**config.mk**
```make
export PLATFORM = sky130hd
export DESIGN_NAME = arm_state_encoder
export DESIGN_NICKNAME = d
export VERILOG_FILES = /design/src/hdl/arm_instr_pkg.sv /design/src/hdl/ctrl_state_pkg.sv /design/src/hdl/arm_state_encoder.sv /design/src/hdl/instr_classify.sv /design/src/hdl/ls_state_table.sv /design/src/hdl/state_select.sv
export SDC_FILE = /design/constraint.sdc
export NUM_CORES = 1
export LEC_CHECK = 0
export BUFFER_PORTS_ARGS = -buffer_cell sky130_fd_sc_hd__buf_4
export CORE_MARGIN = 3
export CORE_UTILIZATION = 30
export CTS_BUF_LIST = sky130_fd_sc_hd__clkbuf_8
export CTS_CLUSTER_DIAMETER = 60
export CTS_CLUSTER_SIZE = 30
export DETAILED_ROUTE_END_ITERATION = 12
export SYNTH_ARGS = -nofsm -noshare
export SYNTH_HDL_FRONTEND = slang
export SYNTH_SLANG_ARGS = --single-unit
export TNS_END_PERCENT = 50
```
**constraint.sdc**
```tcl
create_clock -name clk -period 3.05 [get_ports clk]
set_input_delay 0.1525 -clock clk [delete_from_list [all_inputs] [get_ports clk]]
set_output_delay 0.1525 -clock clk [all_outputs]
set_load 0.05 [all_outputs]
```
**src/hdl/arm_instr_pkg.sv**
```systemverilog
`default_nettype none

package arm_instr_pkg;

    localparam int INSTR_W = 32;

    // Single load/store with bits 27:26 = 01
    typedef struct packed {
        logic [3:0]  cond;
        logic [1:0]  cls;
        logic        i;       // Register offset when set
        logic        p;
        logic        u;       // Add offset
        logic        b;       // Unsigned byte
        logic        w;
        logic        l;       // Load
        logic [3:0]  rn;
        logic [3:0]  rd;
        logic [11:0] offset;
    } ls_view_t;

    // Halfword, signed byte and doubleword transfers
    typedef struct packed {
        logic [3:0] cond;
        logic [2:0] cls;
        logic       p;
        logic       u;
        logic       i;        // Immediate offset when set
        logic       w;
        logic       l;
        logic [3:0] rn;
        logic [3:0] rd;
        logic [3:0] imm_hi;
        logic       bit7;
        logic       s;
        logic       h;
        logic       bit4;
        logic [3:0] imm_lo;
    } misc_view_t;

    typedef struct packed {
        logic [3:0]  cond;
        logic [1:0]  cls;
        logic        i;
        logic [3:0]  opcode;
        logic        s;       // Update flags
        logic [3:0]  rn;
        logic [3:0]  rd;
        logic [11:0] operand2;
    } dp_view_t;

    typedef struct packed {
        logic [3:0]  cond;
        logic [2:0]  cls;
        logic        l;       // Link
        logic [23:0] offset;
    } br_view_t;

    typedef union packed {
        ls_view_t   ls;
        misc_view_t misc;
        dp_view_t   dp;
        br_view_t   br;
    } instr_t;

    typedef enum logic [2:0] {
        CLS_LS_IMM,
        CLS_LS_REG,
        CLS_MISC_LS,
        CLS_DP,
        CLS_BRANCH,
        CLS_UNKNOWN
    } instr_class_t;

endpackage

`default_nettype wire

```
**src/hdl/ctrl_state_pkg.sv**
```systemverilog
`default_nettype none

package ctrl_state_pkg;

    localparam int STATE_W = 10;

    typedef logic [STATE_W-1:0] state_num_t;

    localparam state_num_t STATE_FETCH = 10'd1;
    localparam state_num_t STATE_DP_S  = 10'd10;
    localparam state_num_t STATE_DP    = 10'd11;
    localparam state_num_t STATE_B     = 10'd12;
    localparam state_num_t STATE_BL    = 10'd13;

    // Addressing mode index into both tables
    localparam logic [1:0] ADDR_OFFSET = 2'd0;
    localparam logic [1:0] ADDR_PRE    = 2'd1;
    localparam logic [1:0] ADDR_POST   = 2'd2;

    // STRD has no misc operation index
    localparam int MISC_OPS = 5;

    localparam logic [2:0] MISC_STRH  = 3'd0;
    localparam logic [2:0] MISC_LDRD  = 3'd1;
    localparam logic [2:0] MISC_LDRH  = 3'd2;
    localparam logic [2:0] MISC_LDRSB = 3'd3;
    localparam logic [2:0] MISC_LDRSH = 3'd4;

    // Indexed [L][B][U][mode][register offset]
    localparam state_num_t LS_STATE_TABLE [2][2][2][3][2] = '{
        '{                                          // Store
            '{                                      // Word
                '{'{53, 54}, '{55, 56}, '{57, 60}}, // Subtract
                '{'{43, 44}, '{45, 46}, '{47, 50}}  // Add
            },
            '{                                      // Byte
                '{'{30, 31}, '{32, 33}, '{34, 37}},
                '{'{20, 21}, '{22, 23}, '{24, 27}}
            }
        },
        '{                                          // Load
            '{                                      // Word
                '{'{93, 94}, '{95, 96}, '{97, 99}},
                '{'{85, 86}, '{87, 88}, '{89, 91}}
            },
            '{                                      // Byte
                '{'{74, 75}, '{76, 77}, '{78, 80}},
                '{'{66, 67}, '{68, 69}, '{70, 72}}
            }
        }
    };

    // Indexed [operation][U][mode][register offset]
    localparam state_num_t MISC_STATE_TABLE [MISC_OPS][2][3][2] = '{
        '{                                          // STRH
            '{'{114, 115}, '{116, 117}, '{118, 121}},
            '{'{104, 105}, '{106, 107}, '{108, 111}}
        },
        '{                                          // LDRD
            '{'{192, 193}, '{194, 195}, '{196, 198}},
            '{'{184, 185}, '{186, 187}, '{188, 190}}
        },
        '{                                          // LDRH
            '{'{135, 136}, '{137, 138}, '{139, 141}},
            '{'{127, 128}, '{129, 130}, '{131, 133}}
        },
        '{                                          // LDRSB
            '{'{154, 155}, '{156, 157}, '{158, 160}},
            '{'{146, 147}, '{148, 149}, '{150, 152}}
        },
        '{                                          // LDRSH
            '{'{173, 174}, '{175, 176}, '{177, 179}},
            '{'{165, 166}, '{167, 168}, '{169, 171}}
        }
    };

endpackage

`default_nettype wire

```
**src/hdl/arm_state_encoder.sv**
```systemverilog
`timescale 1ns/100ps
`default_nettype none

module arm_state_encoder #(
    parameter int INSTR_W = arm_instr_pkg::INSTR_W
) (
    input  logic                       clk,
    input  logic                       rst,
    input  logic                       instr_valid,
    input  logic [INSTR_W-1:0]         instr,
    output logic                       state_valid,
    output ctrl_state_pkg::state_num_t state_number
);

    logic                        dec_valid;
    arm_instr_pkg::instr_t       dec_instr;
    arm_instr_pkg::instr_class_t dec_class;
    ctrl_state_pkg::state_num_t  ls_state;

    instr_classify #(
        .INSTR_W (INSTR_W)
    ) classify_i (
        .clk         (clk),
        .rst         (rst),
        .instr_valid (instr_valid),
        .instr       (instr),
        .dec_valid   (dec_valid),
        .dec_instr   (dec_instr),
        .dec_class   (dec_class)
    );

    // Load/store lookup sits between the two register stages
    ls_state_table table_i (
        .dec_instr (dec_instr),
        .dec_class (dec_class),
        .ls_state  (ls_state)
    );

    state_select select_i (
        .clk          (clk),
        .rst          (rst),
        .dec_valid    (dec_valid),
        .dec_instr    (dec_instr),
        .dec_class    (dec_class),
        .ls_state     (ls_state),
        .state_valid  (state_valid),
        .state_number (state_number)
    );

endmodule

`default_nettype wire

```
**src/hdl/instr_classify.sv**
```systemverilog
`timescale 1ns/100ps
`default_nettype none

module instr_classify #(
    parameter int INSTR_W = arm_instr_pkg::INSTR_W
) (
    input  logic                        clk,
    input  logic                        rst,
    input  logic                        instr_valid,
    input  logic [INSTR_W-1:0]          instr,
    output logic                        dec_valid,
    output arm_instr_pkg::instr_t       dec_instr,
    output arm_instr_pkg::instr_class_t dec_class
);

    arm_instr_pkg::instr_t       word;
    arm_instr_pkg::instr_class_t cls_next;

    assign word = instr;

    // First matching encoding space wins
    always_comb
    begin
        case (word.misc.cls)
            3'b010:
                cls_next = arm_instr_pkg::CLS_LS_IMM;
            3'b011:
                if (!word.misc.bit4)
                    cls_next = arm_instr_pkg::CLS_LS_REG;
                else
                    cls_next = arm_instr_pkg::CLS_UNKNOWN;  // Media space
            3'b000:
                if (word.misc.bit7 && word.misc.bit4)
                    cls_next = arm_instr_pkg::CLS_MISC_LS;
                else
                    cls_next = arm_instr_pkg::CLS_DP;
            3'b001:
                cls_next = arm_instr_pkg::CLS_DP;     // Immediate operand
            3'b101:
                cls_next = arm_instr_pkg::CLS_BRANCH;
            default:
                cls_next = arm_instr_pkg::CLS_UNKNOWN; // LDM/STM lands here too
        endcase
    end

    always_ff @(posedge clk)
    begin
        if (rst)
            dec_valid <= 1'b0;
        else
            dec_valid <= instr_valid;
    end

    always_ff @(posedge clk)
    begin
        if (instr_valid)
        begin
            dec_instr <= word;
            dec_class <= cls_next;
        end
    end

    a_instr_known: assert property (
        @(posedge clk) disable iff (rst)
        instr_valid |-> !$isunknown(instr)
    ) else $error("instr has unknown bits while instr_valid is high");

endmodule

`default_nettype wire

```
**src/hdl/ls_state_table.sv**
```systemverilog
`timescale 1ns/100ps
`default_nettype none

module ls_state_table (
    input  arm_instr_pkg::instr_t       dec_instr,
    input  arm_instr_pkg::instr_class_t dec_class,
    output ctrl_state_pkg::state_num_t  ls_state
);

    logic [1:0] addr_mode;
    logic [2:0] misc_op;
    logic       misc_known;
    logic       ls_reg;
    logic       misc_reg;

    // P and W sit at the same bits in both load/store views
    always_comb
    begin
        if (!dec_instr.ls.p)
            addr_mode = ctrl_state_pkg::ADDR_POST;
        else if (dec_instr.ls.w)
            addr_mode = ctrl_state_pkg::ADDR_PRE;
        else
            addr_mode = ctrl_state_pkg::ADDR_OFFSET;
    end

    assign ls_reg   = (dec_class == arm_instr_pkg::CLS_LS_REG);
    assign misc_reg = !dec_instr.misc.i;

    // Operation from L, S and H
    always_comb
    begin
        misc_known = 1'b1;
        misc_op    = ctrl_state_pkg::MISC_STRH;
        case ({dec_instr.misc.l, dec_instr.misc.s, dec_instr.misc.h})
            3'b001:  misc_op = ctrl_state_pkg::MISC_STRH;
            3'b010:  misc_op = ctrl_state_pkg::MISC_LDRD;
            3'b101:  misc_op = ctrl_state_pkg::MISC_LDRH;
            3'b110:  misc_op = ctrl_state_pkg::MISC_LDRSB;
            3'b111:  misc_op = ctrl_state_pkg::MISC_LDRSH;
            default: misc_known = 1'b0;   // STRD or SH = 00
        endcase
    end

    always_comb
    begin
        ls_state = ctrl_state_pkg::STATE_FETCH;
        case (dec_class)
            arm_instr_pkg::CLS_LS_IMM,
            arm_instr_pkg::CLS_LS_REG:
            begin
                ls_state = ctrl_state_pkg::LS_STATE_TABLE[dec_instr.ls.l][dec_instr.ls.b]
                                                         [dec_instr.ls.u][addr_mode][ls_reg];
            end
            arm_instr_pkg::CLS_MISC_LS:
            begin
                if (misc_known)
                    ls_state = ctrl_state_pkg::MISC_STATE_TABLE[misc_op][dec_instr.misc.u]
                                                               [addr_mode][misc_reg];
            end
            default:
            begin
                ls_state = ctrl_state_pkg::STATE_FETCH;
            end
        endcase
    end

endmodule

`default_nettype wire

```
**src/hdl/state_select.sv**
```systemverilog
`timescale 1ns/100ps
`default_nettype none

module state_select (
    input  logic                        clk,
    input  logic                        rst,
    input  logic                        dec_valid,
    input  arm_instr_pkg::instr_t       dec_instr,
    input  arm_instr_pkg::instr_class_t dec_class,
    input  ctrl_state_pkg::state_num_t  ls_state,
    output logic                        state_valid,
    output ctrl_state_pkg::state_num_t  state_number
);

    ctrl_state_pkg::state_num_t state_next;

    always_comb
    begin
        case (dec_class)
            arm_instr_pkg::CLS_LS_IMM,
            arm_instr_pkg::CLS_LS_REG,
            arm_instr_pkg::CLS_MISC_LS:
                state_next = ls_state;
            arm_instr_pkg::CLS_DP:
                state_next = dec_instr.dp.s ? ctrl_state_pkg::STATE_DP_S
                                            : ctrl_state_pkg::STATE_DP;
            arm_instr_pkg::CLS_BRANCH:
                state_next = dec_instr.br.l ? ctrl_state_pkg::STATE_BL
                                            : ctrl_state_pkg::STATE_B;
            default:
                state_next = ctrl_state_pkg::STATE_FETCH;   // Back to fetch
        endcase
    end

    always_ff @(posedge clk)
    begin
        if (rst)
        begin
            state_valid  <= 1'b0;
            state_number <= ctrl_state_pkg::STATE_FETCH;
        end
        else
        begin
            state_valid <= dec_valid;
            if (dec_valid)
                state_number <= state_next;   // Held between instructions
        end
    end

    // Single load/store words always find a table entry
    a_ls_entry: assert property (
        @(posedge clk) disable iff (rst)
        (dec_valid && (dec_class == arm_instr_pkg::CLS_LS_IMM ||
                       dec_class == arm_instr_pkg::CLS_LS_REG))
            |-> (ls_state != ctrl_state_pkg::STATE_FETCH)
    ) else $error("single load/store word mapped to the fetch state");

endmodule

`default_nettype wire

```
==> qor_table.md <==
| Result | This run | Unit |
|:---|:---|:---|
| Total internal power | 0.599 | mW |
| Number of global-route vias before repair | 1754 | - |
| Count of cells along the worst hold path | 1 | - |
| Global-route usage over all layers | 14.7 | % |
| R2R Path End | select_i.state_number[4] | - |
| Num CTS Buffers | 3 | - |
| Number of warnings issued by yosys | 0 | - |
| Dominant cell type by area after synthesis | sky130_fd_sc_hd__edfxtp_1 | - |
| Global-route wire length before repair | 8.89 | mm |
| Number of gates on the worst path with buffers counted | 9 | - |
| Highest attainable clock frequency | 374 | MHz |
| Pin count of the biggest net entering global routing | 33 | - |
| Minimum clock period | 2.67 | ns |
| CP top delay family | compound AO/OA/AOI/OAI gates | - |
| Cells along the critical path | and2b_4 > inv_6 > a21o_4 > ha_1 > or3b_1 > o221ai_1 > a2111oi_2 > a31oi_1 > o21ai_1 | - |
| Average cell area after synthesis | 7.93 | um^2 |
| Layout cell share with drive strength beyond 1 | 17.8 | % |
| Pre-CTS WS | 0.399 | ns |
| Share of the cycle needed by the critical path after routing | 87.6 | % |
| Most used flip-flop cell after synthesis | sky130_fd_sc_hd__edfxtp_1 | - |
| VDD IR max | 0.000264 | V |
| Vertical extent of the die | 86.9 | um |
| Data arrival time of the critical path | 2.82 | ns |
| Clock Root Buffer | sky130_fd_sc_hd__clkbuf_8 | - |
| Cell Pwr Density | 410 | nW/um^2 |
| # rows | 28 | - |
| Sequential share of power | 38.0 | % |
| Final-layout setup total negative slack | 0 | ns |
| Post-route antenna net violation count | 0 | - |
| Remaining Overflow, GRT | 0 | - |
| Min-Delay Startpoint | instr[24] | - |
| Worst-Margin Slew | 1.01 | ns |
| Netlist cell types | 67 | - |
| Antenna fix cells | 0 | - |
| Post-Route WL | 5.36 | mm |
| Antenna violations before repair | 0 | - |
| Post-route setup slack | 0.377 | ns |
| Count of buffer and inverter cells on the critical path | 1 | - |
| Required time reported for the critical path endpoint | 3.20 | ns |
| Async S/R FF share, synth | 0 | % |
| TritonCTS clock tree | yes | - |
| Switching Power | 0.315 | mW |
| R2R depth | 9 | - |
| Power share of the clock group | 29.8 | % |
| Hold Worst Slack | 0.0574 | ns |
| Nature of the critical path endpoint | flop | - |
| Width of the die | 86.9 | um |
| Endpoints failing hold | 0 | - |
| Number of iterations in the first detailed-routing pass | 5 | - |
| Instance count of the mapped netlist | 248 | - |
| Crit Path Max Fanout | 11 | - |
| Number of DRC violations after detailed-routing iteration 0 | 219 | - |
| Delay of the slowest cell on the worst path | 0.54 | ns |
| Post-CTS setup repair buffer count | 0 | - |
| Share of the core filled with cells | 36.4 | % |
| Area contributors post-synth | sky130_fd_sc_hd__edfxtp_1 15%, sky130_fd_sc_hd__dfxtp_1 10%, sky130_fd_sc_hd__nor2_1 5.0% | - |
| Final layout net count | 302 | - |
| Detailed placement HPWL | 3.81 | mm |
| Number of synthesized register bits | 20 | - |
| Combinational fraction of design power | 32.3 | % |
| Clock input transition at the sequential cells of the worst setup and hold paths | 0.08 | ns |
| Hold-fix buffers at CTS | 0 | - |
| Clk sink count | 20 | - |
| Average detailed-routed wire length per instance | 16.1 | um |
| Max-slew violation total from the final report | 0 | - |
| Die ar. | 7560 | um^2 |
| Launching point of the worst reg2reg path | classify_i.dec_instr[5] | - |
| Count of flip-flops with a built-in enable after synthesis | 10 | - |
| Total vias in the final route | 1972 | - |
| Static Leakage | 0.881 | nW |
| Post-cts sizing count | 0 | - |
| RSZ-0062 raised after global routing | no | - |
| Area share of the leading cell type in the synthesized netlist | 15.3 | % |
| H-tree level count | 1 | - |
| Post-route clock skew | 0.00260 | ns |
| Hold-critical path endpoint | classify_i.dec_instr[24] | - |
| Global placer's final weighted congestion | 0.875 | - |
| Layout overhead on the synthesized area | 13.5 | % |
| Placeable core region | 6130 | um^2 |
| Worst-path cell with the longest stage delay | sky130_fd_sc_hd__edfxtp_1 | - |
| Slew HR | 32.9 | % |
| Initial Util | 32.1 | % |
| Critical path start-end classification | flop to flop | - |
| Number of buffers on the longest clock path | 2 | - |
| Synth Cell Area | 1970 | um^2 |
| Nature of the critical path startpoint | flop | - |
| Register-to-register path setup slack | 0.38 | ns |
| Detail-routed via count per cell | 5.90 | - |
| Switching power as a share of total power | 34.5 | % |
| Type of the worst min-delay path | primary input to flop | - |
| Clk Latency, worst-skew pair | 0.26 | ns |
| Run status | finished, final reports clean | - |
| Number of remaining DRC errors | 0 | - |
| Count of final setup violators | 0 | - |
| IO Port Bufs | 23 | - |
| Seq/Total Area, Yosys | 25.5 | % |
| IO Pins | 46 | - |
| Max-capacitance violation count | 0 | - |
-- metal layers --
metal / share of wire [%] / wire length, um / vias up / track usage, %
met2: 44 / 2350 / 98 / 21.5
met4: 1.5 / 79 / 0 / 3.97
met5: 0 / 0 / - / 0
li1: - / - / 941 / -
met1: 47 / 2500 / 925 / 22.0
met3: 8.2 / 440 / 8 / 2.74
-- cell usage in the layout (no fill, tap or decap), types with 3 or more instances in the layout --
cell                       count
sky130_fd_sc_hd__inv_1        12
sky130_fd_sc_hd__o31ai_1       4
sky130_fd_sc_hd__o21ai_0      13
sky130_fd_sc_hd__buf_4        30
sky130_fd_sc_hd__o311ai_0      3
sky130_fd_sc_hd__a31oi_1       5
sky130_fd_sc_hd__nor3_1        3
sky130_fd_sc_hd__ha_1          7
sky130_fd_sc_hd__a221oi_1      4
sky130_fd_sc_hd__mux2i_1       5
sky130_fd_sc_hd__nor2_1       26
sky130_fd_sc_hd__and3b_1       3
sky130_fd_sc_hd__edfxtp_1     10
sky130_fd_sc_hd__nor2b_1       8
sky130_fd_sc_hd__nand3_1       6
sky130_fd_sc_hd__nand2_1      16
sky130_fd_sc_hd__clkbuf_8      3
sky130_fd_sc_hd__o211ai_1     10
sky130_fd_sc_hd__nand2b_1      6
sky130_fd_sc_hd__o221ai_1      5
sky130_fd_sc_hd__a21oi_1      15
sky130_fd_sc_hd__dfxtp_1      10
-- worst max path at each step --
stage | to | startpoint | slack (ns)
detailed placement | select_i.state_number[4] | classify_i.dec_instr[5] | 0.40
global route | select_i.state_number[4] | classify_i.dec_instr[5] | 0.24
finish | select_i.state_number[4] | classify_i.dec_instr[5] | 0.38
global placement | select_i.state_number[4] | classify_i.dec_instr[5] | 0.40
CTS | select_i.state_number[4] | classify_i.dec_instr[5] | 0.39
floorplan | select_i.state_number[4] | classify_i.dec_instr[5] | 0.82
-- cell type report --
class                      count  area [um^2]
clock buffer                   3         41.3
tap                           75         93.8
timing repair buffer          30          225
fill                         617         3900
clock inverter                 1         30.0
sequential                    20          500
multi-input combinational    191         1280
inverter                      14         60.1
-- cell families after synthesis --
family                   synth area share (%)
AO/OA/AOI/OAI                            32.7
AND/OR/NAND/NOR                          22.4
buffers and inverters                    9.61
flip-flops                               25.5
multiplexers                             4.26
adder cells (fa/ha/maj)                  4.46
XOR/XNOR                                0.891
other                                   0.191
-- synth_stat cells, types with 2 or more instances --
master and number:
sky130_fd_sc_hd__o21a_1 2, sky130_fd_sc_hd__or3b_1 2, sky130_fd_sc_hd__ha_1 7, sky130_fd_sc_hd__a31oi_1 5, sky130_fd_sc_hd__a21oi_1 15, sky130_fd_sc_hd__o211ai_1 10, sky130_fd_sc_hd__edfxtp_1 10, sky130_fd_sc_hd__nor2b_1 8
sky130_fd_sc_hd__buf_6 2, sky130_fd_sc_hd__o211a_1 2, sky130_fd_sc_hd__nand2_1 16, sky130_fd_sc_hd__and2_1 2, sky130_fd_sc_hd__nor2_1 26, sky130_fd_sc_hd__and3_1 2, sky130_fd_sc_hd__buf_2 13, sky130_fd_sc_hd__o21ai_0 13
sky130_fd_sc_hd__o221ai_1 5, sky130_fd_sc_hd__a2111oi_0 2, sky130_fd_sc_hd__inv_1 12, sky130_fd_sc_hd__a221oi_1 4, sky130_fd_sc_hd__o21ai_1 2, sky130_fd_sc_hd__mux2i_1 5, sky130_fd_sc_hd__clkbuf_1 6, sky130_fd_sc_hd__nor3b_1 2
sky130_fd_sc_hd__o22ai_1 2, sky130_fd_sc_hd__o311ai_0 3, sky130_fd_sc_hd__nor3_1 3, sky130_fd_sc_hd__mux2_2 2, sky130_fd_sc_hd__and3b_1 3, sky130_fd_sc_hd__nand2b_1 6, sky130_fd_sc_hd__dfxtp_1 10, sky130_fd_sc_hd__o2111ai_1 2
sky130_fd_sc_hd__o31ai_1 4, sky130_fd_sc_hd__nand3_1 6, sky130_fd_sc_hd__buf_4 2
-- stage by stage --
stage	total power, mW	cell area, um^2	cells
3_5_place_dp	0.642	2160	330
6_report	0.914	2230	334
2_1_floorplan	0.565	1970	249
4_1_cts	0.912	2230	334
3_3_place_gp	0.639	2160	330
5_1_grt	0.970	2230	334
-- power by group through the flow --
| stage | Clock (mW) | Combinational, mW | Sequential, mW |
|---|---|---|---|
| after CTS | 0.276 | 0.290 | 0.346 |
| after global routing | 0.294 | 0.324 | 0.352 |
| after floorplan | 0 | 0.231 | 0.334 |
| final | 0.272 | 0.295 | 0.347 |
| after global placement | 0 | 0.288 | 0.352 |
| after detailed placement | 0 | 0.290 | 0.352 |
-- state kept, by name, indices dropped and copies added, names as in the netlist --
name                   cells
select_i.state_number      8
classify_i.dec_instr       7
classify_i.dec_class       3
classify_i.dec_valid       1
select_i.state_valid       1
Note: power is estimated with default switching activity, not from simulation.
